## src/tw_defs.svh

```systemverilog
`ifndef TW_DEFS_SVH
`define TW_DEFS_SVH

// Word layout
`define TW_HALF_W    64

// Table geometry
`define TW_ENTRIES   4
`define TW_GROUPS_1  4
`define TW_REPEAT_1  16
`define TW_IDX_W     4

// Flow control
`define TW_CREDITS   4
`define TW_CREDIT_W  3

`endif

```

## src/ntt_ctrl_pkg.sv

```systemverilog
`default_nettype none

package ntt_ctrl_pkg;

   // Transform stage served by the twiddle source
   typedef enum logic [1:0] {
      STAGE_IDLE = 2'd0,
      STAGE_1    = 2'd1,
      STAGE_2    = 2'd2
   } stage_e;

   // Butterfly operation, encodings shared with the datapath controller
   typedef enum logic [3:0] {
      OP_NONE = 4'd0,
      OP_NTT  = 4'd4,
      OP_INTT = 4'd6
   } op_e;

endpackage

`default_nettype wire

```

## src/tw_data_pkg.sv

```systemverilog
`default_nettype none

`include "tw_defs.svh"

package tw_data_pkg;

   // Two residues, one per modulus
   typedef struct packed {
      logic [`TW_HALF_W-1:0] hi;
      logic [`TW_HALF_W-1:0] lo;
   } tw_word_t;

   // Output beat toward the butterfly datapath
   typedef struct packed {
      logic     valid;
      tw_word_t word;
      tw_word_t const_word;   // Stage constant
   } tw_beat_t;

endpackage

`default_nettype wire

```

## src/tw_credit_gate.sv

```systemverilog
`default_nettype none

`include "tw_defs.svh"

module tw_credit_gate (
   input  wire logic                 CLK,
   input  wire logic                 rst_n,
   input  wire ntt_ctrl_pkg::stage_e stage,
   input  wire logic                 credit_return,
   output logic                      issue
);
   import ntt_ctrl_pkg::*;

   logic [`TW_CREDIT_W-1:0] credit_cnt;
   logic                    credit_full;

   assign credit_full = (credit_cnt == `TW_CREDIT_W'(`TW_CREDITS));
   assign issue       = (credit_cnt != '0) && (stage != STAGE_IDLE);

   always_ff @(posedge CLK or negedge rst_n) begin
      if (!rst_n) begin
         credit_cnt <= `TW_CREDIT_W'(`TW_CREDITS);   // Consumer starts empty
      end else if (issue && !credit_return) begin
         credit_cnt <= credit_cnt - 1'b1;
      end else if (!issue && credit_return && !credit_full) begin
         credit_cnt <= credit_cnt + 1'b1;
      end
      // Issue and return together leave the count unchanged
   end

endmodule

`default_nettype wire

```

## src/tw_addr_seq.sv

```systemverilog
`default_nettype none

`include "tw_defs.svh"

module tw_addr_seq (
   input  wire logic                 CLK,
   input  wire logic                 rst_n,
   input  wire ntt_ctrl_pkg::stage_e stage,
   input  wire ntt_ctrl_pkg::op_e    op,
   input  wire logic                 issue,
   output logic [`TW_IDX_W-1:0]      rd_idx
);
   import ntt_ctrl_pkg::*;

   localparam int ENT_W = $clog2(`TW_ENTRIES);
   localparam int REP_W = $clog2(`TW_REPEAT_1);
   localparam int GRP_W = $clog2(`TW_GROUPS_1);

   logic [ENT_W-1:0] entry;
   logic [ENT_W-1:0] ent_cur;
   logic [REP_W-1:0] rep;
   logic [REP_W-1:0] rep_cur;
   logic [GRP_W-1:0] grp;
   stage_e           last_stage;
   logic             stage_chg;
   logic             advance;
   logic             ent_wrap;
   logic             rep_wrap;

   // A new stage starts from entry 0 in the same cycle it appears
   assign stage_chg = (stage != last_stage);
   assign ent_cur   = stage_chg ? '0 : entry;
   assign rep_cur   = stage_chg ? '0 : rep;

   assign advance  = (op == OP_NTT) || (op == OP_INTT);
   assign ent_wrap = (ent_cur == ENT_W'(`TW_ENTRIES - 1));
   assign rep_wrap = (rep_cur == REP_W'(`TW_REPEAT_1 - 1));

   always_comb begin
      case (stage)
         STAGE_1: rd_idx = `TW_IDX_W'({grp, ent_cur});   // group * entries + entry
         STAGE_2: rd_idx = `TW_IDX_W'(ent_cur);
         default: rd_idx = '0;
      endcase
   end

   always_ff @(posedge CLK or negedge rst_n) begin
      if (!rst_n) begin
         entry      <= '0;
         rep        <= '0;
         grp        <= '0;
         last_stage <= STAGE_IDLE;
      end else begin
         last_stage <= stage;
         entry      <= ent_cur;
         rep        <= rep_cur;
         if (issue) begin
            if (!advance) begin
               entry <= '0;   // Rewind outside butterfly ops
            end else if (ent_wrap) begin
               entry <= '0;
               if (stage == STAGE_1) begin
                  rep <= rep_wrap ? '0 : rep_cur + 1'b1;
                  if (rep_wrap) begin
                     grp <= (grp == GRP_W'(`TW_GROUPS_1 - 1)) ? '0 : grp + 1'b1;
                  end
               end
            end else begin
               entry <= ent_cur + 1'b1;
            end
         end
      end
   end

endmodule

`default_nettype wire

```

## src/tw_rom.sv

```systemverilog
`default_nettype none

`include "tw_defs.svh"

module tw_rom (
   input  wire logic                 CLK,
   input  wire logic                 rst_n,
   input  wire ntt_ctrl_pkg::stage_e stage,
   input  wire logic                 issue,
   input  wire logic [`TW_IDX_W-1:0] rd_idx,
   output tw_data_pkg::tw_beat_t     beat
);
   import ntt_ctrl_pkg::*;
   import tw_data_pkg::*;

   localparam int S1_DEPTH = `TW_GROUPS_1 * `TW_ENTRIES;
   localparam int S2_IDX_W = $clog2(`TW_ENTRIES);

   // Stage 1, four groups of four
   localparam tw_word_t S1_TBL [S1_DEPTH] = '{
      128'h0000000000000001_0000000000000001,
      128'h007fffffffffff80_3babf8a70b9016d7,
      128'h7fffffff00000001_fffffffdffff0002,
      128'h00000040003fffc0_fbc8a1ec30654b2b,
      128'hd1df70583aa377bd_1ee20087ae155450,
      128'h1ae5253581bde075_2ec5857427dec65f,
      128'h62ae44218641740b_5162deb878a773ba,
      128'hbf210fc4ce5182d6_52ace2fc90457a99,
      128'h48bb429405cd1ea3_5ce12fcfabc79d87,
      128'h3de19c67cf496a74_8024d1d331c08932,
      128'h7d1970ae2744309c_246859d06b222a38,
      128'h185b4ac60695836e_fc6bc4e828b3db2b,
      128'h969e9096afde4510_6a7c9217f0ce3407,
      128'h840fa37ec53a39e1_d2abf21029ace519,
      128'ha810dd77a33e6ad4_7d1970ae2744309c,
      128'h1d62e30fa4a4eeb0_e4421e8e1740a9d6
   };

   localparam tw_word_t S2_TBL [`TW_ENTRIES] = '{
      128'h0000000000000001_0000000000000001,
      128'hfffffffec0000001_0001fffffffe0000,
      128'h1000000000000000_fffffffb00000005,
      128'hfbffffff04000001_0008000000000000
   };

   // Stage constant, the same for stage 1 and stage 2
   localparam tw_word_t STAGE_CONST = 128'hfffffffec0000001_0001fffffffe0000;

   tw_word_t word_sel;
   tw_word_t word_q;
   logic     valid_q;

   always_comb begin
      case (stage)
         STAGE_2: word_sel = S2_TBL[rd_idx[S2_IDX_W-1:0]];
         default: word_sel = S1_TBL[rd_idx];   // Idle never issues
      endcase
   end

   always_ff @(posedge CLK or negedge rst_n) begin
      if (!rst_n) begin
         valid_q <= 1'b0;
      end else begin
         valid_q <= issue;
      end
   end

   // Payload holds between issues
   always_ff @(posedge CLK) begin
      if (issue) begin
         word_q <= word_sel;
      end
   end

   assign beat = '{valid: valid_q, word: word_q, const_word: STAGE_CONST};

endmodule

`default_nettype wire

```

## src/tw_top.sv

```systemverilog
`default_nettype none

`include "tw_defs.svh"

module tw_top (
   input  wire logic                 CLK,
   input  wire logic                 rst_n,
   input  wire ntt_ctrl_pkg::stage_e stage,
   input  wire ntt_ctrl_pkg::op_e    op,
   input  wire logic                 credit_return,
   output tw_data_pkg::tw_beat_t     beat
);

   logic                 issue;
   logic [`TW_IDX_W-1:0] rd_idx;

   tw_credit_gate credit_gate_i (
      .CLK           (CLK),
      .rst_n         (rst_n),
      .stage         (stage),
      .credit_return (credit_return),
      .issue         (issue)
   );

   tw_addr_seq addr_seq_i (
      .CLK    (CLK),
      .rst_n  (rst_n),
      .stage  (stage),
      .op     (op),
      .issue  (issue),
      .rd_idx (rd_idx)
   );

   tw_rom rom_i (
      .CLK    (CLK),
      .rst_n  (rst_n),
      .stage  (stage),
      .issue  (issue),
      .rd_idx (rd_idx),
      .beat   (beat)
   );

endmodule

`default_nettype wire

```

## config.mk

```make
export PLATFORM = sky130hd
export DESIGN_NAME = tw_top
export DESIGN_NICKNAME = d
export VERILOG_FILES = /design/src/ntt_ctrl_pkg.sv /design/src/tw_data_pkg.sv /design/src/tw_credit_gate.sv /design/src/tw_addr_seq.sv /design/src/tw_rom.sv /design/src/tw_top.sv
export VERILOG_INCLUDE_DIRS = /design/src
export SDC_FILE = /design/constraint.sdc
export NUM_CORES = 1
export LEC_CHECK = 0
export BUFFER_PORTS_ARGS = -buffer_cell sky130_fd_sc_hd__buf_2
export CAP_MARGIN = 0
export CELL_PAD_IN_SITES_DETAIL_PLACEMENT = 1
export CELL_PAD_IN_SITES_GLOBAL_PLACEMENT = 1
export CORE_MARGIN = 3
export CORE_UTILIZATION = 42
export CTS_CLUSTER_DIAMETER = 150
export DETAILED_ROUTE_END_ITERATION = 16
export GPL_ROUTABILITY_DRIVEN = 0
export PLACE_DENSITY = 0.85
export RECOVER_POWER = 25
export SLEW_MARGIN = 30
export SYNTH_ARGS = -nofsm -noshare
export SYNTH_HDL_FRONTEND = slang
export SYNTH_SLANG_ARGS = --single-unit
```

## constraint.sdc

```tcl
create_clock -name CLK -period 18.58 [get_ports CLK]
set_input_delay 3.716 -clock CLK [delete_from_list [all_inputs] [get_ports CLK]]
set_output_delay 3.716 -clock CLK [all_outputs]
set_load 0.01 [all_outputs]
```

Word-level counts from Yosys, hierarchy flattened
Memory sizes are Yosys's and may differ from the RTL's.
Cells that the tools add are included.
Word-level totals
  word-level logic and storage cells: 59
  memory bits (read-only): 2048
  register bits after elaboration: 142
  output and inout port bits: 257
  memories: 1
Memory list
  (name not given): words 16, bits a word 128, read ports 1, clocked after memory_dff 0, write ports 0, line tw_rom.sv:56  | default: word_sel = S1_TBL[rd_idx];
Cells by class
  magnitude comparators: 2
  bitwise logic cells: 2
  muxes and demuxes: 20
  add/subtract/negate cells: 5
  reduce and logical (&&, ||, !) cells: 12
  equal/unequal tests: 9
Operators by type and width (count)
  2-to-1 mux 128 bit: 5
  binary-select mux 128 bit (select 2 bit): 1
  2-to-1 mux 4 bit: 6
  2-to-1 mux 2 bit: 5
  == test 4 x 3 -> 1 bit (second input constant): 2
  case mux 4 bit (2 select lines): 1
  == test 2 bit (second input constant): 3
  2-to-1 mux 3 bit: 2
  greater-or-equal comparator 5 bit (second input constant): 1
  NOT 4 -> 5 bit: 1
  AND reduction 5 bit: 1
  adder 2 x 1 -> 2 bit (second input constant): 2
  adder 4 x 1 -> 4 bit (second input constant): 1
  == test 4 bit (second input constant): 1
  logical AND 1 bit: 4
  nonzero test 2 bit: 2
  adder 3 x 1 -> 3 bit (second input constant): 1
  == test 3 bit (second input constant): 1
  greater-or-equal comparator 3 bit (second input constant): 1
  logical NOT 1 bit: 3
  NOT 2 -> 3 bit: 1
  nonzero test 3 bit: 1
  subtractor 3 x 1 -> 3 bit (second input constant): 1
  == test 2 x 1 -> 1 bit (second input constant): 1
  other kinds (2): 2

Logic depth before layout (Yosys ltp)
Gate-level depths: netlist (run 1).
  word-level depth: 8
  gate-level depth with buffers: 13
  depth with buffers taken out: 10

By module
A second synthesis (run 1) with hierarchy kept.
Second synthesis, totals
  cells, all modules: 850
  area total of the unflattened synthesis: 8466.9 µm²
Modules (own cells, without submodules)
  tw_rom: instances 1, sequential area each 3868.7 µm², cells an instance 765, area each 7602.3 µm²
  tw_addr_seq: instances 1, sequential area each 250.2 µm², cells an instance 52, area each 586.8 µm²
  tw_credit_gate: instances 1, sequential area each 76.3 µm², cells an instance 33, area each 277.8 µm²

Worst setup path after synthesis (run 1)
No wires, ideal clock.
  kind: input-to-reg
  from: in stage[0]
  to: reg credit_gate_i.credit_cnt[2]
  path buffers: 0
  slack: 7.417 ns
  required time: 18.491 ns
  arrival: 11.074 ns
  cell stages on the path: 9
  path through: inv_1 ha_1 nor2_1 nand2_1 fa_1 nor3b_1 a21boi_0 o31ai_1 o41ai_1
Between the ends
  word-level cells in the longest chain between the ends: 6
  elaborated cells between the ends (all ways): 8
  classes of those cells: mux: 1; reduce/logical: 7
Ends and longest elaborated chain
  start, declared: line tw_top.sv:8  | input wire ntt_ctrl_pkg::stage_e stage,
  nonzero test 2 bit (*): line tw_credit_gate.sv:18  | assign issue = (credit_cnt != '0) && (stage != STAGE_IDLE);
  logical AND 1 bit (*): line tw_credit_gate.sv:18
  via addr_seq_i.issue: line tw_addr_seq.sv:10  | input wire logic issue,
  logical NOT 1 bit: line tw_credit_gate.sv:25  | end else if (!issue && credit_return && !credit_full) begin
  logical AND 1 bit (2 in a row): line tw_credit_gate.sv:25
  nonzero test 2 bit (no source line)
  end signal, assigned: line tw_credit_gate.sv:22  | credit_cnt <= `TW_CREDIT_W'(`TW_CREDITS);
  end signal, assigned: line tw_credit_gate.sv:24  | credit_cnt <= credit_cnt - 1'b1;
  end signal, assigned: line tw_credit_gate.sv:26  | credit_cnt <= credit_cnt + 1'b1;
  end, declared: line tw_credit_gate.sv:14  | logic [`TW_CREDIT_W-1:0] credit_cnt;
The timed path passes the listed nets; every way through them passes the cells marked *.
A chain may end at the register's enable or synchronous reset.

==> results of run 1 <==
==> power breakdown <==
part / switching (mW) / internal (mW) / leakage [nW]
combinational: 0.144 / 0.0512 / 2.02
clock: 0.143 / 0.213 / 0.294
sequential: 0.0290 / 0.449 / 1.55
total: 0.315 / 0.713 / 3.87
==> stage by stage <==
| stage | setup slack, ps | area [um^2] |
|---|---|---|
| 2_1_floorplan | 7420 | 8890 |
| 3_3_place_gp | 10390 | 8740 |
| 3_5_place_dp | 10350 | 8770 |
| 4_1_cts | 10720 | 9380 |
| 5_1_grt | 10100 | 9270 |
| 6_report | 10330 | 9270 |
==> registers in the layout, summed over array words and instances, names as in the netlist <==
signal	cells
addr_seq_i.entry	2
addr_seq_i.grp	2
addr_seq_i.last_stage	2
addr_seq_i.rep	4
credit_gate_i.credit_cnt	3
rom_i.beat	128
rom_i.valid_q	1
==> layout by cell type, fill, tap and decap left out, types with 5 or more instances in the layout <==
cell | synthesis | final
a211oi_1 | 8 | 8
a21o_1 | 5 | 5
a21oi_1 | 50 | 50
a22oi_1 | 8 | 8
a31oi_1 | 12 | 11
and2_1 | 6 | 6
and3_1 | 5 | 5
buf_2 | 15 | 47
buf_4 | 135 | 11
clkbuf_1 | 40 | 89
clkbuf_16 | 0 | 17
conb_1 | 2 | 128
dfrtp_1 | 13 | 13
edfxtp_1 | 128 | 128
ha_1 | 17 | 16
inv_1 | 17 | 17
inv_6 | 0 | 5
mux2i_1 | 5 | 5
nand2_1 | 69 | 69
nand3_1 | 26 | 26
nand4_1 | 7 | 7
nor2_1 | 44 | 43
nor3_1 | 7 | 7
o211ai_1 | 17 | 17
o21a_1 | 6 | 6
o21ai_0 | 68 | 68
o221ai_1 | 7 | 7
o22ai_1 | 13 | 13
or3_1 | 7 | 7
==> worst max-delay path, stage by stage <==
cell and delay, ps:
clkbuf_1 260, inv_1 130, ha_1 850, o211ai_1 220, or3_1 720, ha_1 810, inv_1 630, nor2_1 210
a21oi_1 570, o221ai_1 230
==> cell type report <==
type,instances,area share [%]
Tap cell,265,3.58
Inverter,18,0.729
Sequential cell,142,45.3
Clock inverter,15,1.97
Multi-Input combinational cell,597,36.7
Timing Repair Buffer,148,7.15
Clock buffer,17,4.59
==> kinds of logic after synthesis <==
| family | Yosys count |
|---|---|
| adder cells (fa/ha/maj) | 18 |
| other | 2 |
| AND/OR/NAND/NOR | 195 |
| AO/OA/AOI/OAI | 240 |
| XOR/XNOR | 8 |
| multiplexers | 8 |
| buffers and inverters | 211 |
| flip-flops | 142 |
==> per-layer routing <==
| metal | routed length (um) | global-route usage [%] | part of all wire, % |
|---|---|---|---|
| met3 | 2970 | 5.52 | 11 |
| met1 | 9810 | 28.7 | 36 |
| met5 | 0 | 0 | 0 |
| met4 | 1160 | 10.8 | 4.3 |
| met2 | 13400 | 40.4 | 49 |
==> final timing paths <==
kind                                                           end
max                                      rom_i.beat[177]$_DFFE_PN_
max in group asynchronous            addr_seq_i.grp[0]$_DFFE_PN0P_
min reg2reg                credit_gate_i.credit_cnt[2]$_DFFE_PN1P_
min in group asynchronous                  rom_i.valid_q$_DFF_PN0_
min                        credit_gate_i.credit_cnt[2]$_DFFE_PN1P_
max reg2reg                              rom_i.beat[177]$_DFFE_PN_
==> impl_metrics.py, run 1 <==
metrics = {
    "logic_synthesis": {
        "synth_edf_count": 128,
        "synth_fa_ha_area_share_pct": 2.76,
        "synth_common_cells": "buf_4 (135), edfxtp_1 (128), nand2_1 (69), o21ai_0 (68), a21oi_1 (50)",
        "ys_seq_area_share_pct": 49.8,
        "syn_inst": 824,
        "synth_top_family_by_area": "compound AO/OA/AOI/OAI gates",
        "synth_flop_cell": "edfxtp_1",
        "synthMuxAreaShare_pct": 0.996,
        "synth.avg_cell_area_um2": 10.2,
        "synth_compound_area_share_pct": 18.2,
        "synth_xor_area_share_pct": 1.01,
        "synth_most_common_cell": "buf_4",
        "yosysUniqueCellTypes": 71,
        "synth_area_leaders": "edfxtp_1 (46%), buf_4 (12%), o21ai_0 (4.0%), dfrtp_1 (3.9%), nand2_1 (3.1%)",
        "synth_top_area_share_pct": 45.7,
        "syn_area_um2": 8420,
        "ys.warnings.count": 0,
        "synthArstFlopShare_pct": 9.86,
        "synth_seq_cells": 142,
        "synthSimpleGateAreaFrac_pct": 11.5,
        "synth.largest_area_cell": "edfxtp_1",
    },
    "floorplan": {
        "dieArea_um2": 21800,
        "initial_core_util_pct": 43.0,
        "fp.dieW_um": 148,
        "core-area_um2": 19600,
        "fp.dieH_um": 148,
        "rows": 51,
        "ios": 266,
    },
    "cells_and_area": {
        "diodes": 0,
        "multi_input_comb_area_um2": 3400,
        "seq_area_um2": 4200,
        "instances_no_fill": 1202,
        "num-fill-cells": 2279,
        "area_growth_pct": 10.1,
        "drive_gt1_share_pct": 11.5,
        "nNetsFinal": 951,
        "post-route-util_pct": 47.3,
    },
    "worst_hold_path": {
        "min-delay-path-class": "reg2reg",
        "holdPathStages": 1,
        "min_from": "credit_gate_i.credit_cnt[1]$_DFFE_PN0P_",
    },
    "timing": {
        "fmax_mhz": 121,
        "hold_violations": 0,
        "rsz0062_at_grt": "false",
        "min_period_over_period_pct": 44.4,
        "slew_headroom_pct": 29.9,
        "hold_ws_ps": 516,
        "slew_violations": 0,
        "fin_crit_ps": 8250,
        "skew_ps": 9.79,
        "tightest_slew_ps": 1050,
        "setup_tns_ps": 0,
        "setup_viol": 0,
    },
    "critical_path": {
        "r2r_cells": 7,
        "path_max_fanout": 24,
        "rrSetupSlack_ps": 14280,
        "cp_data_required_time_ps": 18710,
        "critPathLaunch": "stage[0]",
        "setup.worst_path.start_class": "input pin",
        "reg2reg_from": "addr_seq_i.entry[0]$_DFF_PN0_",
        "arrival_ps": 8380,
        "cp-end-kind": "flop",
        "crit_type": "in2reg",
    },
    "placed_design": {
        "placed_cells": 1170,
        "portBuffers": 136,
        "dp_hpwl_mm": 18.5,
    },
    "global_route": {
        "antenna_found_initial": 0,
        "track_usage_pct": 23.7,
        "grt_max_degree": 80,
        "overflow": 0,
        "grt_pass1_vias": 6821,
        "grt_first_pass_wirelength_mm": 40.1,
    },
    "drt": {
        "wirelength_mm": 27.3,
        "num_vias": 6964,
        "drtAntennaViolNets": 0,
        "route.detailed.drc": 0,
        "drt_iter0_markers": 976,
        "routedWlPerCell_um": 22.8,
        "via_per_inst": 5.79,
        "first_pass_iters": 6,
    },
    "cts": {
        "cts-root-buf": "clkbuf_16",
        "path_clk_slew_ps": 60,
        "cts_tree": "built",
        "clk_path_buf_depth": 2,
        "htreeDepth": 4,
        "insertion_delay_ps": 430,
        "postCtsSetupBuffers": 0,
        "postCtsResizedCells": 0,
        "cts_sinks": 142,
        "cts_buffers": 17,
        "ctsHoldBuffers": 0,
    },
    "power_and_ir_drop": {
        "ir_worst_vdd_v": 0.0000530,
        "p_leak_nw": 3.87,
        "total_power_mw": 1.03,
        "pwr_density_cell_nw_per_um2": 111,
    },
    "status": {
        "status": "finished, final reports clean",
    },
    "flow_run": {
        "drv_cap": 0,
    },
}
Power figures use the tool's default switching activity.
==> inputs of run 2 (changes only) <==
--- a/config.mk
+++ b/config.mk
@@ -6,16 +6,17 @@
 export SDC_FILE = /design/constraint.sdc
 export NUM_CORES = 1
 export LEC_CHECK = 0
+export ABC_AREA = 1
 export BUFFER_PORTS_ARGS = -buffer_cell sky130_fd_sc_hd__buf_2
 export CAP_MARGIN = 0
 export CELL_PAD_IN_SITES_DETAIL_PLACEMENT = 1
 export CELL_PAD_IN_SITES_GLOBAL_PLACEMENT = 1
 export CORE_MARGIN = 3
-export CORE_UTILIZATION = 42
+export CORE_UTILIZATION = 38
 export CTS_CLUSTER_DIAMETER = 150
 export DETAILED_ROUTE_END_ITERATION = 16
 export GPL_ROUTABILITY_DRIVEN = 0
-export PLACE_DENSITY = 0.85
+export PLACE_DENSITY = 0.8
 export RECOVER_POWER = 25
 export SLEW_MARGIN = 30
 export SYNTH_ARGS = -nofsm -noshare
==> constraint.sdc (replaced) <==
create_clock -name CLK -period 7.7 [get_ports CLK]
set_input_delay 1.54 -clock CLK [delete_from_list [all_inputs] [get_ports CLK]]
set_output_delay 1.54 -clock CLK [all_outputs]
set_load 0.01 [all_outputs]
==> impl_metrics.py, run 2 <==
metrics = {
    "timing": {
        "hold_ws_ps": 513,
        "tightest_slew_ps": 2030,
        "fmax_mhz": 205,
        "fin_crit_ps": 4890,
        "setup_viol": 0,
        "hold_violations": 0,
        "slew_headroom_pct": -36.1,
        "skew_ps": 8.91,
        "setup_tns_ps": 0,
        "slew_violations": 50,
        "min_period_over_period_pct": 63.5,
        "rsz0062_at_grt": "false",
    },
    "global_route": {
        "grt.busiest_layer": "met2",
        "use_met3_pct": 5.20,
        "grt_first_pass_wirelength_mm": 38.6,
        "met2_usage_pct": 37.3,
        "antenna_found_initial": 0,
        "track_usage_pct": 21.7,
        "grt_use_met1_pct": 25.8,
        "grt_max_degree": 87,
        "grt_pass1_vias": 6532,
        "overflow": 0,
    },
    "cts": {
        "htreeDepth": 4,
        "insertion_delay_ps": 430,
        "ctsHoldBuffers": 0,
        "cts_buffers": 17,
        "postCtsResizedCells": 0,
        "postCtsSetupBuffers": 0,
        "cts-root-buf": "clkbuf_16",
        "path_clk_slew_ps": 60,
        "cts_tree": "built",
        "cts_sinks": 142,
        "clk_path_buf_depth": 2,
    },
    "cells_and_area": {
        "multi_input_comb_area_um2": 2950,
        "final_cell_mix": "nand2_1 (200), conb_1 (128), edfxtp_1 (128), clkbuf_1 (91), inv_1 (63)",
        "drive_gt1_share_pct": 12.8,
        "largest_reg_flops": 128,
        "mostFrequentLayoutCell": "nand2_1",
        "finalInstanceArea_um2": 8950,
        "post-route-util_pct": 43.5,
        "nNetsFinal": 1012,
        "num-fill-cells": 2498,
        "area_growth_pct": 10.6,
        "diodes": 0,
        "seq_area_um2": 4200,
    },
    "status": {
        "status": "complete, but fails checks",
        "violations": "capacitance limit, slew limit",
    },
    "drt": {
        "first_pass_iters": 5,
        "drtAntennaViolNets": 0,
        "num_vias": 6436,
        "wirelength_mm": 25.8,
        "routedWlPerCell_um": 20.3,
        "drt_iter0_markers": 723,
        "via_per_inst": 5.08,
        "route.detailed.drc": 0,
    },
    "logic_synthesis": {
        "synth_most_common_cell": "nand2_1",
        "synth_edf_count": 128,
        "syn_inst": 858,
        "synth_area_leaders": "edfxtp_1 (48%), buf_4 (12%), nand2_1 (9.3%), dfrtp_1 (4.0%), nand3_1 (3.2%)",
        "synthArstFlopShare_pct": 9.86,
        "synth_common_cells": "nand2_1 (200), buf_4 (130), edfxtp_1 (128), inv_1 (64), nor2_1 (61)",
        "synth_flop_cell": "edfxtp_1",
        "ys_seq_area_share_pct": 51.9,
        "synth_top_area_share_pct": 47.5,
        "synth.largest_area_cell": "edfxtp_1",
        "syn_area_um2": 8090,
        "ys.warnings.count": 0,
        "synth_seq_cells": 142,
        "synth.avg_cell_area_um2": 9.42,
        "yosysUniqueCellTypes": 42,
    },
    "worst_hold_path": {
        "min-delay-path-class": "reg2reg",
        "holdPathStages": 1,
        "min_delay_worst_endpoint": "credit_gate_i.credit_cnt[0]$_DFFE_PN0P_",
        "min_from": "credit_gate_i.credit_cnt[0]$_DFFE_PN0P_",
    },
    "floorplan": {
        "ios": 266,
        "core-area_um2": 20600,
        "dieArea_um2": 23100,
        "initial_core_util_pct": 39.3,
        "rows": 52,
        "fp.dieH_um": 152,
        "fp.dieW_um": 152,
    },
    "critical_path": {
        "arrival_ps": 4980,
        "cp_slowest_cell": "nand2_1",
        "r2r_cells": 7,
        "path_max_fanout": 27,
        "worstPathCellList": "clkbuf_1, inv_2, ha_1, nand2_1, nor2_4, inv_2, nand2_1, inv_1, nand2_1, o311ai_0",
        "cp_slowest_stage_delay_ps": 610,
        "reg2reg_to": "rom_i.beat[156]$_DFFE_PN_",
        "setup.worst_path.start_class": "input pin",
        "rrSetupSlack_ps": 4060,
        "reg2reg_from": "addr_seq_i.grp[1]$_DFFE_PN0P_",
        "cp_common_cell": "nand2_1",
        "crit_type": "in2reg",
        "cp_data_required_time_ps": 7790,
        "cp-end-kind": "flop",
    },
    "placed_design": {
        "portBuffers": 136,
        "dp_hpwl_mm": 18.8,
        "placed_area_um2": 8480,
    },
    "flow_run": {
        "drv_cap": 1,
    },
    "power_and_ir_drop": {
        "pwr_density_cell_nw_per_um2": 252,
        "p_leak_nw": 4.40,
        "ir_worst_vdd_v": 0.000116,
        "total_power_mw": 2.26,
    },
}
-- run 2: worst max path at each step --
stage | start | end | slack (ps) | depth (start not counted)
after global routing | stage[0] | credit_gate_i.credit_cnt[1]$_DFFE_PN0P_ | 2540 | 9
after detailed placement | stage[0] | rom_i.beat[215]$_SDFFCE_PP0N_ | 2680 | 17
after CTS | stage[0] | rom_i.beat[215]$_SDFFCE_PP0N_ | 3090 | 17
after global placement | stage[0] | rom_i.beat[156]$_DFFE_PN_ | 2840 | 10
after floorplan | stage[0] | credit_gate_i.credit_cnt[0]$_DFFE_PN0P_ | 2190 | 7
final | stage[0] | rom_i.beat[156]$_DFFE_PN_ | 2810 | 10
-- run 2: routing by layer --
metal | part of all wire, % | wire length, um
met1 | 38 | 9820
met2 | 49 | 12700
met3 | 9.0 | 2330
met4 | 3.7 | 960
met5 | 0 | 0
-- run 2: final cells by class --
type,instances,area share (%)
clock buffer,19,4.84
inverter,77,3.26
sequential,142,46.9
tap,270,3.78
timing repair buffer,139,6.66
multi-input combinational,608,33.0
clock inverter,13,1.58
-- run 2: stage by stage --
| stage | setup slack (ps) | cells |
|---|---|---|
| after floorplan | 2190 | 984 |
| after global placement | 2840 | 1236 |
| after detailed placement | 2680 | 1236 |
| after CTS | 3090 | 1268 |
| after global routing | 2540 | 1268 |
| final | 2810 | 1268 |
-- run 2: logic make-up (layout without fill, tap and decap cells) --
group,Yosys count,count (layout),synth area share [%]
buf+inv,234,248,17.5
flops,142,142,51.9
mux,1,1,0.139
compound gates,103,103,7.03
xor+xnor,4,4,0.666
simple gates,354,354,19.9
other cells,2,128,0.0929
fa+ha+maj,18,18,2.88
-- run 2: where the power goes --
group	switching, mW	total (mW)	internal (mW)	leakage [nW]
clock network	0.321	0.798	0.477	0.274
logic	0.275	0.367	0.0926	2.56
registers	0.0589	1.09	1.03	1.57
-- run 2: worst max-delay path, delay by kind of cell --
family | cells | cell delay [ps]
compound gates | 1 | 220
fa+ha+maj | 1 | 420
buf+inv | 4 | 1250
simple gates | 4 | 1540
